==> config.mk <==
export PLATFORM = sky130hd
export DESIGN_NAME = tone_audio_top
export DESIGN_NICKNAME = d
export VERILOG_FILES = /design/src/design/tone_audio_pkg.sv /design/src/design/tone_audio_top.sv /design/src/design/speaker_serializer.sv /design/src/design/sample_fifo.sv /design/src/design/tone_gen.sv /design/src/design/audio_regs.sv
export SDC_FILE = /design/constraint.sdc
export NUM_CORES = 1
export LEC_CHECK = 0
export BUFFER_PORTS_ARGS = -buffer_cell sky130_fd_sc_hd__buf_4
export CAP_MARGIN = 0
export CORE_AREA = 2 2 130 132
export CTS_BUF_LIST = sky130_fd_sc_hd__clkbuf_16
export CTS_CLUSTER_SIZE = 14
export DETAILED_ROUTE_END_ITERATION = 16
export DIE_AREA = 0 0 132 134
export GPL_TIMING_DRIVEN = 0
export PLACE_DENSITY = 0.79
export SYNTH_ARGS = -nofsm -noshare
export SYNTH_HDL_FRONTEND = slang
export SYNTH_SLANG_ARGS = --single-unit
==> constraint.sdc <==
create_clock -name clk -period 8.01 [get_ports clk]
set_input_delay 1.602 -clock clk [delete_from_list [all_inputs] [get_ports clk]]
set_output_delay 1.602 -clock clk [all_outputs]
set_load 0.01 [all_outputs]
==> src/design/tone_audio_pkg.sv <==
`default_nettype none

package tone_audio_pkg;

    // data widths
    localparam int SAMPLE_W = 16;
    localparam int DIV_W    = 22;                // tone divider, clock cycles
    localparam int VOL_W    = 3;

    localparam logic [VOL_W-1:0] VOL_MIN   = 3'd1;
    localparam logic [VOL_W-1:0] VOL_MAX   = 3'd5;
    localparam logic [VOL_W-1:0] VOL_RESET = 3'd3;

    localparam logic [SAMPLE_W-1:0] AMP_STEP = 16'h1000;   // per volume step

    // timing, all in clk cycles
    localparam int SAMPLE_DIV = 256;             // one produced frame
    localparam int SCK_HALF   = 4;               // 32 bits * 2 * 4 = 256
    localparam int MCLK_HALF  = 1;

    localparam int FIFO_DEPTH = 4;

    // apb byte addresses
    localparam logic [3:0] ADDR_DIV_L  = 4'h0;
    localparam logic [3:0] ADDR_DIV_R  = 4'h4;
    localparam logic [3:0] ADDR_CTRL   = 4'h8;
    localparam logic [3:0] ADDR_STATUS = 4'hc;

    // one stereo sample, also the fifo word
    typedef struct packed {
        logic signed [SAMPLE_W-1:0] left;
        logic signed [SAMPLE_W-1:0] right;
    } audio_frame_t;

    typedef struct packed {
        logic [DIV_W-1:0] div_left;
        logic [DIV_W-1:0] div_right;
        logic [VOL_W-1:0] volume;
        logic             mute;
    } tone_cfg_t;

    typedef struct packed {
        logic [31-DIV_W:0] unused;
        logic [DIV_W-1:0]  div;
    } apb_div_view_t;

    typedef struct packed {
        logic [26:0]      unused;
        logic             mute;                  // bit 4
        logic             rsvd;                  // bit 3
        logic [VOL_W-1:0] volume;                // bits 2..0
    } apb_ctrl_view_t;

    // write word, meaning picked by address
    typedef union packed {
        apb_div_view_t  div_view;
        apb_ctrl_view_t ctrl_view;
    } apb_wdata_u;

endpackage

`default_nettype wire
==> src/design/tone_audio_top.sv <==
`default_nettype none

module tone_audio_top (
    input  logic                       clk,
    input  logic                       rst,
    input  logic                       psel,
    input  logic                       penable,
    input  logic                       pwrite,
    input  logic [3:0]                 paddr,
    input  tone_audio_pkg::apb_wdata_u pwdata,
    output logic [31:0]                prdata,
    output logic                       pready,
    output logic                       pslverr,
    output logic                       mclk,
    output logic                       lrck,
    output logic                       sck,
    output logic                       sdin
);
    import tone_audio_pkg::*;

    tone_cfg_t    cfg;
    audio_frame_t push_frame;
    audio_frame_t head_frame;
    logic         push;
    logic         full;
    logic         pop;
    logic         empty;
    logic         underrun;

    audio_regs u_regs (
        .clk      (clk),
        .rst      (rst),
        .psel     (psel),
        .penable  (penable),
        .pwrite   (pwrite),
        .paddr    (paddr),
        .pwdata   (pwdata),
        .prdata   (prdata),
        .pready   (pready),
        .pslverr  (pslverr),
        .underrun (underrun),
        .cfg      (cfg)
    );

    tone_gen u_gen (
        .clk        (clk),
        .rst        (rst),
        .cfg        (cfg),
        .push       (push),
        .push_frame (push_frame),
        .full       (full)
    );

    sample_fifo u_fifo (
        .clk        (clk),
        .rst        (rst),
        .push       (push),
        .push_frame (push_frame),
        .full       (full),
        .pop        (pop),
        .head_frame (head_frame),
        .empty      (empty)
    );

    speaker_serializer u_ser (
        .clk        (clk),
        .rst        (rst),
        .head_frame (head_frame),
        .empty      (empty),
        .pop        (pop),
        .underrun   (underrun),
        .mclk       (mclk),
        .lrck       (lrck),
        .sck        (sck),
        .sdin       (sdin)
    );

endmodule

`default_nettype wire

==> src/design/speaker_serializer.sv <==
`default_nettype none

module speaker_serializer (
    input  logic                         clk,
    input  logic                         rst,
    input  tone_audio_pkg::audio_frame_t head_frame,
    input  logic                         empty,
    output logic                         pop,
    output logic                         underrun,
    output logic                         mclk,
    output logic                         lrck,
    output logic                         sck,
    output logic                         sdin
);
    import tone_audio_pkg::*;

    logic [$clog2(SCK_HALF)-1:0]    sck_cnt;
    logic [$clog2(2*SAMPLE_W)-1:0]  bit_cnt;    // bit being driven
    logic [$clog2(2*SAMPLE_W)-1:0]  next_bit;
    logic [2*SAMPLE_W-1:0]          shreg;
    logic                           sck_fall;
    logic                           frame_start;

    // mclk half period is a single clk cycle
    always_ff @(posedge clk or posedge rst) begin
        if (rst)
            mclk <= 1'b0;
        else
            mclk <= ~mclk;
    end

    always_ff @(posedge clk or posedge rst) begin
        if (rst) begin
            sck_cnt <= '0;
            sck     <= 1'b0;
        end else if (sck_cnt == SCK_HALF - 1) begin
            sck_cnt <= '0;
            sck     <= ~sck;
        end else begin
            sck_cnt <= sck_cnt + 1'b1;
        end
    end

    assign sck_fall    = (sck_cnt == SCK_HALF - 1) && sck;   // sck about to drop
    assign next_bit    = bit_cnt + 1'b1;
    assign frame_start = sck_fall && (bit_cnt == 2*SAMPLE_W - 1);

    assign pop      = frame_start && !empty;
    assign underrun = frame_start && empty;

    // bit_cnt starts at the last bit so the first falling edge opens a frame
    always_ff @(posedge clk or posedge rst) begin
        if (rst) begin
            bit_cnt <= '1;
            lrck    <= 1'b0;
            shreg   <= '0;
        end else if (sck_fall) begin
            bit_cnt <= next_bit;
            lrck    <= next_bit[$clog2(SAMPLE_W)];   // high for the right half
            if (frame_start)
                shreg <= empty ? '0 : head_frame;     // silence on underrun
            else
                shreg <= shreg << 1;
        end
    end

    assign sdin = shreg[2*SAMPLE_W-1];          // msb first

    assert property (@(posedge clk) disable iff (rst)
        $changed(lrck) |-> $fell(sck) && (bit_cnt == 0 || bit_cnt == SAMPLE_W))
        else $error("lrck moved off a channel boundary");

endmodule

`default_nettype wire

==> src/design/sample_fifo.sv <==
`default_nettype none

module sample_fifo (
    input  logic                         clk,
    input  logic                         rst,
    input  logic                         push,
    input  tone_audio_pkg::audio_frame_t push_frame,
    output logic                         full,
    input  logic                         pop,
    output tone_audio_pkg::audio_frame_t head_frame,
    output logic                         empty
);
    import tone_audio_pkg::*;

    audio_frame_t                        mem [FIFO_DEPTH];
    logic [$clog2(FIFO_DEPTH)-1:0]       wr_ptr;
    logic [$clog2(FIFO_DEPTH)-1:0]       rd_ptr;
    logic [$clog2(FIFO_DEPTH+1)-1:0]     count;

    assign full       = (count == FIFO_DEPTH);
    assign empty      = (count == 0);
    assign head_frame = mem[rd_ptr];

    always_ff @(posedge clk) begin
        if (push)
            mem[wr_ptr] <= push_frame;
    end

    // pointers wrap naturally, depth is a power of two
    always_ff @(posedge clk or posedge rst) begin
        if (rst) begin
            wr_ptr <= '0;
            rd_ptr <= '0;
            count  <= '0;
        end else begin
            if (push)
                wr_ptr <= wr_ptr + 1'b1;
            if (pop)
                rd_ptr <= rd_ptr + 1'b1;
            case ({push, pop})
                2'b10:   count <= count + 1'b1;
                2'b01:   count <= count - 1'b1;
                default: ;                      // both or neither
            endcase
        end
    end

    // neighbours must respect the handshake
    assert property (@(posedge clk) disable iff (rst) push |-> !full)
        else $error("push into full fifo");

    assert property (@(posedge clk) disable iff (rst) pop |-> !empty)
        else $error("pop from empty fifo");

endmodule

`default_nettype wire

==> src/design/tone_gen.sv <==
`default_nettype none

module tone_gen (
    input  logic                         clk,
    input  logic                         rst,
    input  tone_audio_pkg::tone_cfg_t    cfg,
    output logic                         push,
    output tone_audio_pkg::audio_frame_t push_frame,
    input  logic                         full
);
    import tone_audio_pkg::*;

    logic [$clog2(SAMPLE_DIV)-1:0] tick_cnt;
    logic                          tick;
    logic [1:0][DIV_W-1:0]         div;         // 0 left, 1 right
    logic [1:0][DIV_W-1:0]         ph_cnt;
    logic [1:0]                    pol;
    logic [SAMPLE_W-1:0]           amp;
    logic [1:0][SAMPLE_W-1:0]      chan_val;
    audio_frame_t                  next_frame;

    assign div[0] = cfg.div_left;
    assign div[1] = cfg.div_right;

    assign tick = (tick_cnt == SAMPLE_DIV - 1);

    always_ff @(posedge clk or posedge rst) begin
        if (rst)
            tick_cnt <= '0;
        else if (tick)
            tick_cnt <= '0;
        else
            tick_cnt <= tick_cnt + 1'b1;
    end

    // square wave per channel, half period = divider cycles
    always_ff @(posedge clk or posedge rst) begin
        if (rst) begin
            ph_cnt <= '0;
            pol    <= '0;
        end else begin
            for (int ch = 0; ch < 2; ch++) begin
                if (div[ch] == '0) begin
                    ph_cnt[ch] <= '0;
                    pol[ch]    <= 1'b0;
                end else if (ph_cnt[ch] >= div[ch] - 1'b1) begin   // >= covers a shrinking divider
                    ph_cnt[ch] <= '0;
                    pol[ch]    <= ~pol[ch];
                end else begin
                    ph_cnt[ch] <= ph_cnt[ch] + 1'b1;
                end
            end
        end
    end

    assign amp = SAMPLE_W'(cfg.volume) * AMP_STEP;

    always_comb begin
        for (int ch = 0; ch < 2; ch++) begin
            if (cfg.mute || div[ch] == '0)
                chan_val[ch] = '0;
            else
                chan_val[ch] = pol[ch] ? -amp : amp;
        end
        next_frame.left  = chan_val[0];
        next_frame.right = chan_val[1];
    end

    // a tick while a frame is still stuck on a full fifo is dropped
    always_ff @(posedge clk or posedge rst) begin
        if (rst) begin
            push <= 1'b0;
        end else begin
            if (push && !full)
                push <= 1'b0;
            if (tick && !(push && full))
                push <= 1'b1;
        end
    end

    always_ff @(posedge clk) begin
        if (tick && !(push && full))
            push_frame <= next_frame;
    end

endmodule

`default_nettype wire

==> src/design/audio_regs.sv <==
`default_nettype none

module audio_regs (
    input  logic                     clk,
    input  logic                     rst,
    input  logic                     psel,
    input  logic                     penable,
    input  logic                     pwrite,
    input  logic [3:0]               paddr,
    input  tone_audio_pkg::apb_wdata_u pwdata,
    output logic [31:0]              prdata,
    output logic                     pready,
    output logic                     pslverr,
    input  logic                     underrun,
    output tone_audio_pkg::tone_cfg_t cfg
);
    import tone_audio_pkg::*;

    logic       access;
    logic       addr_hit;
    logic       wr_en;
    logic       status_rd;
    logic       underrun_flag;
    apb_wdata_u rd_ctrl;

    function automatic logic [VOL_W-1:0] clamp_vol(input logic [VOL_W-1:0] v);
        if (v < VOL_MIN)
            return VOL_MIN;
        if (v > VOL_MAX)
            return VOL_MAX;
        return v;
    endfunction

    assign access   = psel && penable;
    assign addr_hit = (paddr == ADDR_DIV_L) || (paddr == ADDR_DIV_R) ||
                      (paddr == ADDR_CTRL)  || (paddr == ADDR_STATUS);
    assign wr_en     = access && pwrite;
    assign status_rd = access && !pwrite && (paddr == ADDR_STATUS);

    assign pready  = 1'b1;                      // zero wait states
    assign pslverr = access && !addr_hit;

    always_ff @(posedge clk or posedge rst) begin
        if (rst) begin
            cfg.div_left  <= '0;                // silence
            cfg.div_right <= '0;
            cfg.volume    <= VOL_RESET;
            cfg.mute      <= 1'b0;
        end else if (wr_en) begin
            case (paddr)
                ADDR_DIV_L: cfg.div_left  <= pwdata.div_view.div;
                ADDR_DIV_R: cfg.div_right <= pwdata.div_view.div;
                ADDR_CTRL: begin
                    cfg.volume <= clamp_vol(pwdata.ctrl_view.volume);
                    cfg.mute   <= pwdata.ctrl_view.mute;
                end
                default: ;
            endcase
        end
    end

    // sticky, a new underrun beats the clearing read
    always_ff @(posedge clk or posedge rst) begin
        if (rst)
            underrun_flag <= 1'b0;
        else if (underrun)
            underrun_flag <= 1'b1;
        else if (status_rd)
            underrun_flag <= 1'b0;
    end

    always_comb begin
        rd_ctrl                  = '0;
        rd_ctrl.ctrl_view.volume = cfg.volume;
        rd_ctrl.ctrl_view.mute   = cfg.mute;
        case (paddr)
            ADDR_DIV_L:  prdata = {{(32-DIV_W){1'b0}}, cfg.div_left};
            ADDR_DIV_R:  prdata = {{(32-DIV_W){1'b0}}, cfg.div_right};
            ADDR_CTRL:   prdata = rd_ctrl;
            ADDR_STATUS: prdata = {31'b0, underrun_flag};
            default:     prdata = '0;
        endcase
    end

    // access phase must follow a setup phase
    assert property (@(posedge clk) disable iff (rst) $rose(penable) |-> psel)
        else $error("penable rose without psel");

endmodule

`default_nettype wire

Yosys cells after proc, flatten, opt, wreduce, memory -nomap -nowiden --
Memory sizes are Yosys's and may differ from the RTL's. Index checks and enable logic that the tools add are counted.
Word-level totals: bits in registers 185, bits in writable memories 128, input port bits 41, output and inout port bits 38, logic and storage cells 123, memories 1
Memories:
- u_fifo.mem | depth 4, bits a word 32, rd ports 1, clocked after Yosys merged registers in 0, write ports 1, RTL line sample_fifo.sv:15 | audio_frame_t mem [FIFO_DEPTH];
Cells by class: $add $sub $neg 12, $lt $le $gt $ge 4, equal/unequal tests 9, mux-type cells 33, bitwise logic cells 4, reduce and logical (&&, ||, !) cells 36
Operators by type and width (number):
- $mux W22 | 4
- $pmux W22 S4 | 1
- $mux W32 | 2
- $add A22 B1 Y22 const B | 2
- $ge A22 B22 Y1 | 2
- $logic_not A22 Y1 | 2
- $sub A22 B1 Y22 const B | 2
- $mux W15 | 2
- $mux W1 | 17
- $neg A15 Y16 | 1
- $logic_and A1 B1 Y1 | 12
- $mux W3 | 4
- $reduce_bool A2 Y1 | 5
- $add A8 B1 Y8 const B | 1
- $eq A4 B4 Y1 const B | 2
- $eq A8 B8 Y1 const B | 1
- $mux W8 | 1
- $add A2 B1 Y2 const B | 3
- $pmux W3 S2 | 1
- $reduce_and A2 Y1 | 3
- $add A5 B1 Y5 const B | 1
- $eq A5 B5 Y1 const B | 1
- $logic_not A1 Y1 | 5
- $logic_or A1 B1 Y1 | 5
- other kinds (13) | 18

Depth between registers and ports, before layout --
word-level depth 9, mapped depth 15, gate-level depth less buffers 14

By module --
From an unflattened synthesis, not the netlist that was laid out.
Second synthesis, totals: cell total of the unflattened synthesis 1116, area, all modules 14441.4 sq um
By module, submodules not included:
- sample_fifo | instances 1, cells each 205, area an instance 5068.6 sq um, seq. area each 4018.9 sq um
- tone_gen | instances 1, cells each 535, area an instance 4880.9 sq um, seq. area each 1616.6 sq um
- audio_regs | instances 1, cells each 166, area an instance 2417.3 sq um, seq. area each 1228.7 sq um
- speaker_serializer | instances 1, cells each 210, area an instance 2074.5 sq um, seq. area each 1057.3 sq um

Least setup slack after synthesis --
Ideal clock, no wire load.
path kind input to output, start point in paddr[1], end point out prdata[10], data arrival time 3106 ps, data required time 6408 ps, slack 3302 ps, cell stages on the path 5, path buffers 2, cells stage by stage or2_2 clkbuf_1 nor3_1 clkbuf_1 a22o_1
Between the ends: longest elaborated chain between the ends 2, elaborated cells on any way between the ends 5, those cells by class eq/ne: 3; mux: 1; reduce/logical: 1
RTL lines:
- start: declaration | RTL line tone_audio_top.sv:9 | input logic [3:0] paddr,
- $eq A4 B4 Y1, or another cell as far along | RTL line audio_regs.sv:76 | case (paddr)
- $pmux W22 S4 (*) | RTL line audio_regs.sv:76
- end: declaration | RTL line tone_audio_top.sv:11 | output logic [31:0] prdata,
Mark *: on every way between the ends. The rest lies on a longest branch, timed or not.

Worst setup path in the final report --
start point in paddr[1], end point out prdata[5]
Same word-level chain as after synthesis.

==> flow_metrics.env <==
export IMPL_status="finished, final reports clean"
export IMPL_firstDrtPassIters=5
export IMPL_regArea_um2=4738
export IMPL_grt_max_degree=79
export IMPL_synth_simple_gate_area_share_pct=16.64
export IMPL_wl_met3_um=837
export IMPL_setup_tns_ns=0
export IMPL_netlist_area_um2=9557
export IMPL_synth_adder_area_share_pct=7.803
export IMPL_synthXorXnorAreaFrac_pct=8.890
export IMPL_final_common_cell="dfrtp_1"
export IMPL_synthCells=867
export IMPL_dp_hpwl_mm=14.22
export IMPL_rows=47
export IMPL_worst_slew_pin_transition_ns=1.183
export IMPL_viasPerCell=5.553
export IMPL_grt_overflow_total=0
export IMPL_wirelength_mm=19.64
export IMPL_yosys_area_top_type_share_pct=35.09
export IMPL_synth_top_family_by_area="simple AND/OR/NAND/NOR gates"
export IMPL_core_um2=16290
export IMPL_final_cell_mix="134 x dfrtp_1, 82 x nor2_1, 67 x nand2_1"
export IMPL_avgSynthCellArea_um2=11.02
export IMPL_ctsResizeCount=0
export IMPL_synth_cell_types=51
export IMPL_worstSkewPairLatency_ns=0.43
export IMPL_clock_power_share_pct=36.3
export IMPL_drive_above_1_share_pct=17.12
export IMPL_cts_setup_buffers=0
export IMPL_clock_sinks=181
export IMPL_min_path_type="reg -> reg"
export IMPL_ir_drop_mv=0.1513
export IMPL_maxCapViolations=0
export IMPL_antenna_found_initial=0
export IMPL_numCtsBuffers=17
export IMPL_cts_root_buf="clkbuf_16"
export IMPL_fin_crit_ns=5.697
export IMPL_clk_pin_slew_ns=0.07
export IMPL_insertedDiodeCount=0
export IMPL_drcViolationCount=0
export IMPL_met2WireLength_mm=9.999
export IMPL_nFillCells=1234
export IMPL_wl_met1_mm=8.502
export IMPL_fin_crit_sh_pct=71.12
export IMPL_setup_viol=0
export IMPL_grt_usage_pct=23.36
export IMPL_p_sw_share_pct=27.34
export IMPL_cp_end_kind="output pin"
export IMPL_grt_pass1_vias=6785
export IMPL_synth_largest_area_cell="dfrtp_1"
export IMPL_num_vias=6575
export IMPL_area_growth_pct=14.40
export IMPL_p_seq_share_pct=46.1
export IMPL_crit_type="in -> out"
export IMPL_initialDrtViolationCount=311
export IMPL_synth_seq_cells=181
export IMPL_cp_required_ns=6.41
export IMPL_max_freq_mhz=175.5
export IMPL_hold_violations=0
export IMPL_drv_slew=0
export IMPL_cp_max_fo=10
export IMPL_total_power_uw=2437
export IMPL_arrival_ns=4.09
export IMPL_top_layer_used="met4"
export IMPL_globalplace_congestion=0.8175
export IMPL_rsz0062_at_grt="no"
export IMPL_die_h_um=134
export IMPL_yosys_warnings=0
export IMPL_floorplan_initialDensity_pct=58.67
export IMPL_holdBufCountCts=0
export IMPL_die_x_um=132
export IMPL_synthMuxAreaShare_pct=7.711
export IMPL_dieArea_um2=17690
export IMPL_synth_flop_cell="dfrtp_1"
export IMPL_crit_path_start_kind="input port"
export IMPL_ys_seq_area_share_pct=49.58
export IMPL_fin_nets=1051
export IMPL_async_flop_share_pct=77.90
export IMPL_wire_per_inst_um=16.59
export IMPL_synth_compound_area_share_pct=6.376
export IMPL_hold_slack_ns=0.4206
export IMPL_cts_tree="yes"
export IMPL_synth_edf_count=40
export IMPL_port_buffers=55
export IMPL_finalClockSkew_ns=0.007716
export IMPL_multi_input_area_um2=4573
export IMPL_p_leak_uw=0.004872
export IMPL_relSlewSlack_pct=20.38
export IMPL_powerDensity_nw_per_um2=222.9
export IMPL_p_sw_uw=666.4
export IMPL_final_antenna_net_count=0
export IMPL_cts_max_path_buffers=2
export IMPL_p_int_uw=1771
export IMPL_ios=79
export IMPL_combPwrFrac_pct=17.6
export IMPL_yosys_top_cells_area="dfrtp_1 35%, edfxtp_1 13%, ha_1 7.6%"
export IMPL_grt_pass1_wl_mm=32.75
export IMPL_htreeDepth=4
==> per-stage QoR <==
stage | setup WS (ns) | cells | utilization, % | instance area (µm²)
2_1_floorplan | 2.638 | 876 | - | 9590
3_3_place_gp | 0.9777 | 1151 | 63.10 | 10280
3_5_place_dp | 2.358 | 1152 | 63.30 | 10310
4_1_cts | 2.346 | 1184 | 67.12 | 10930
5_1_grt | 2.139 | 1184 | 67.12 | 10930
6_report | 2.313 | 1184 | 67.12 | 10930
==> worst paths after layout <==
kind	endpoint	from	cells after the start	slack [ns]
worst min register to register	u_ser.mclk$_DFF_PP0_	u_ser.mclk$_DFF_PP0_	1	0.42
worst min-delay path	u_ser.mclk$_DFF_PP0_	u_ser.mclk$_DFF_PP0_	1	0.42
max in group asynchronous	u_regs.cfg[1]$_DFFE_PP1P_	rst	3	5.96
worst max register to register	u_gen.ph_cnt[5]$_DFF_PP0_	u_regs.cfg[28]$_DFFE_PP0P_	13	4.15
worst max-delay path	prdata[5]	paddr[1]	7	2.31
min in group asynchronous	u_ser.shreg[23]$_DFFE_PP0P_	rst	2	1.24
==> power by group through the flow <==
stage               registers, µW  clock network [µW]  logic (µW)
finish                       1120                 886         428
global route                 1140                 931         488
CTS                          1120                 896         431
detailed placement           1140                   0         426
global placement             1140                   0         407
floorplan                    1100                   0         335
==> critical path, stage by stage <==
cell	delay, ns
buf_4	0.11
or2_2	0.32
clkbuf_1	0.23
nor3_1	0.95
clkbuf_1	0.48
a22o_1	0.26
buf_4	0.14
==> area by class of cell <==
| class | count | share of cell area, % |
|---|---|---|
| Buffer | 38 | 1.865 |
| Clock buffer | 17 | 3.891 |
| Clock inverter | 15 | 1.797 |
| Inverter | 20 | 0.7324 |
| Multi-Input combinational cell | 637 | 41.83 |
| Sequential cell | 181 | 43.34 |
| Tap cell | 220 | 2.518 |
| Timing Repair Buffer | 56 | 4.028 |
==> cells in the mapped netlist (5+ instances only) <==
library cell / count
nand4_1: 13
buf_4: 11
nand2b_1: 16
nor4_1: 11
a21oi_1: 22
nor2_1: 82
xor2_1: 45
edfxtp_1: 40
mux2_2: 43
nand2_1: 67
dfrtp_1: 134
mux2i_1: 5
dfstp_2: 7
inv_1: 20
a21o_1: 6
nor3_1: 28
clkbuf_1: 20
a211oi_1: 5
mux4_2: 9
ha_1: 58
o21ai_0: 36
nand3_1: 32
a22o_1: 19
and2_1: 14
xnor2_1: 52
nor2b_1: 15
and3_1: 17
==> flip-flops by register name, summed over array words and instances, names as in the netlist <==
| register | count |
|---|---|
| u_fifo.rd_ptr | 2 |
| u_ser.shreg | 20 |
| u_ser.lrck | 1 |
| u_gen.tick_cnt | 8 |
| u_fifo.mem | 32 |
| u_ser.sck_cnt | 2 |
| u_regs.cfg | 48 |
| u_fifo.wr_ptr | 2 |
| u_regs.underrun_flag | 1 |
| u_ser.mclk | 1 |
| u_ser.sck | 1 |
| u_fifo.count | 3 |
| u_gen.push_frame | 8 |
| u_gen.pol | 2 |
| u_gen.ph_cnt | 44 |
| u_ser.bit_cnt | 5 |
| u_gen.push | 1 |
==> layer usage <==
layer  vias up  track usage, %
met5         -               0
met4         0           6.944
met3        20           5.480
met2       117           40.65
met1      3235           29.22
li1       3203               -
==> logic make-up (layout without fill, tap and decap cells) <==
logic type,after synthesis,after routing
and+or+nand+nor,317,317
DFF,181,181
xor gates and xnor gates,97,97
AOI/OAI and AO/OA,96,96
adders and majority gates,59,59
buffers and inverters,58,146
muxes,57,57
other,2,11
No activity file was read; power rests on OpenSTA's default activity.
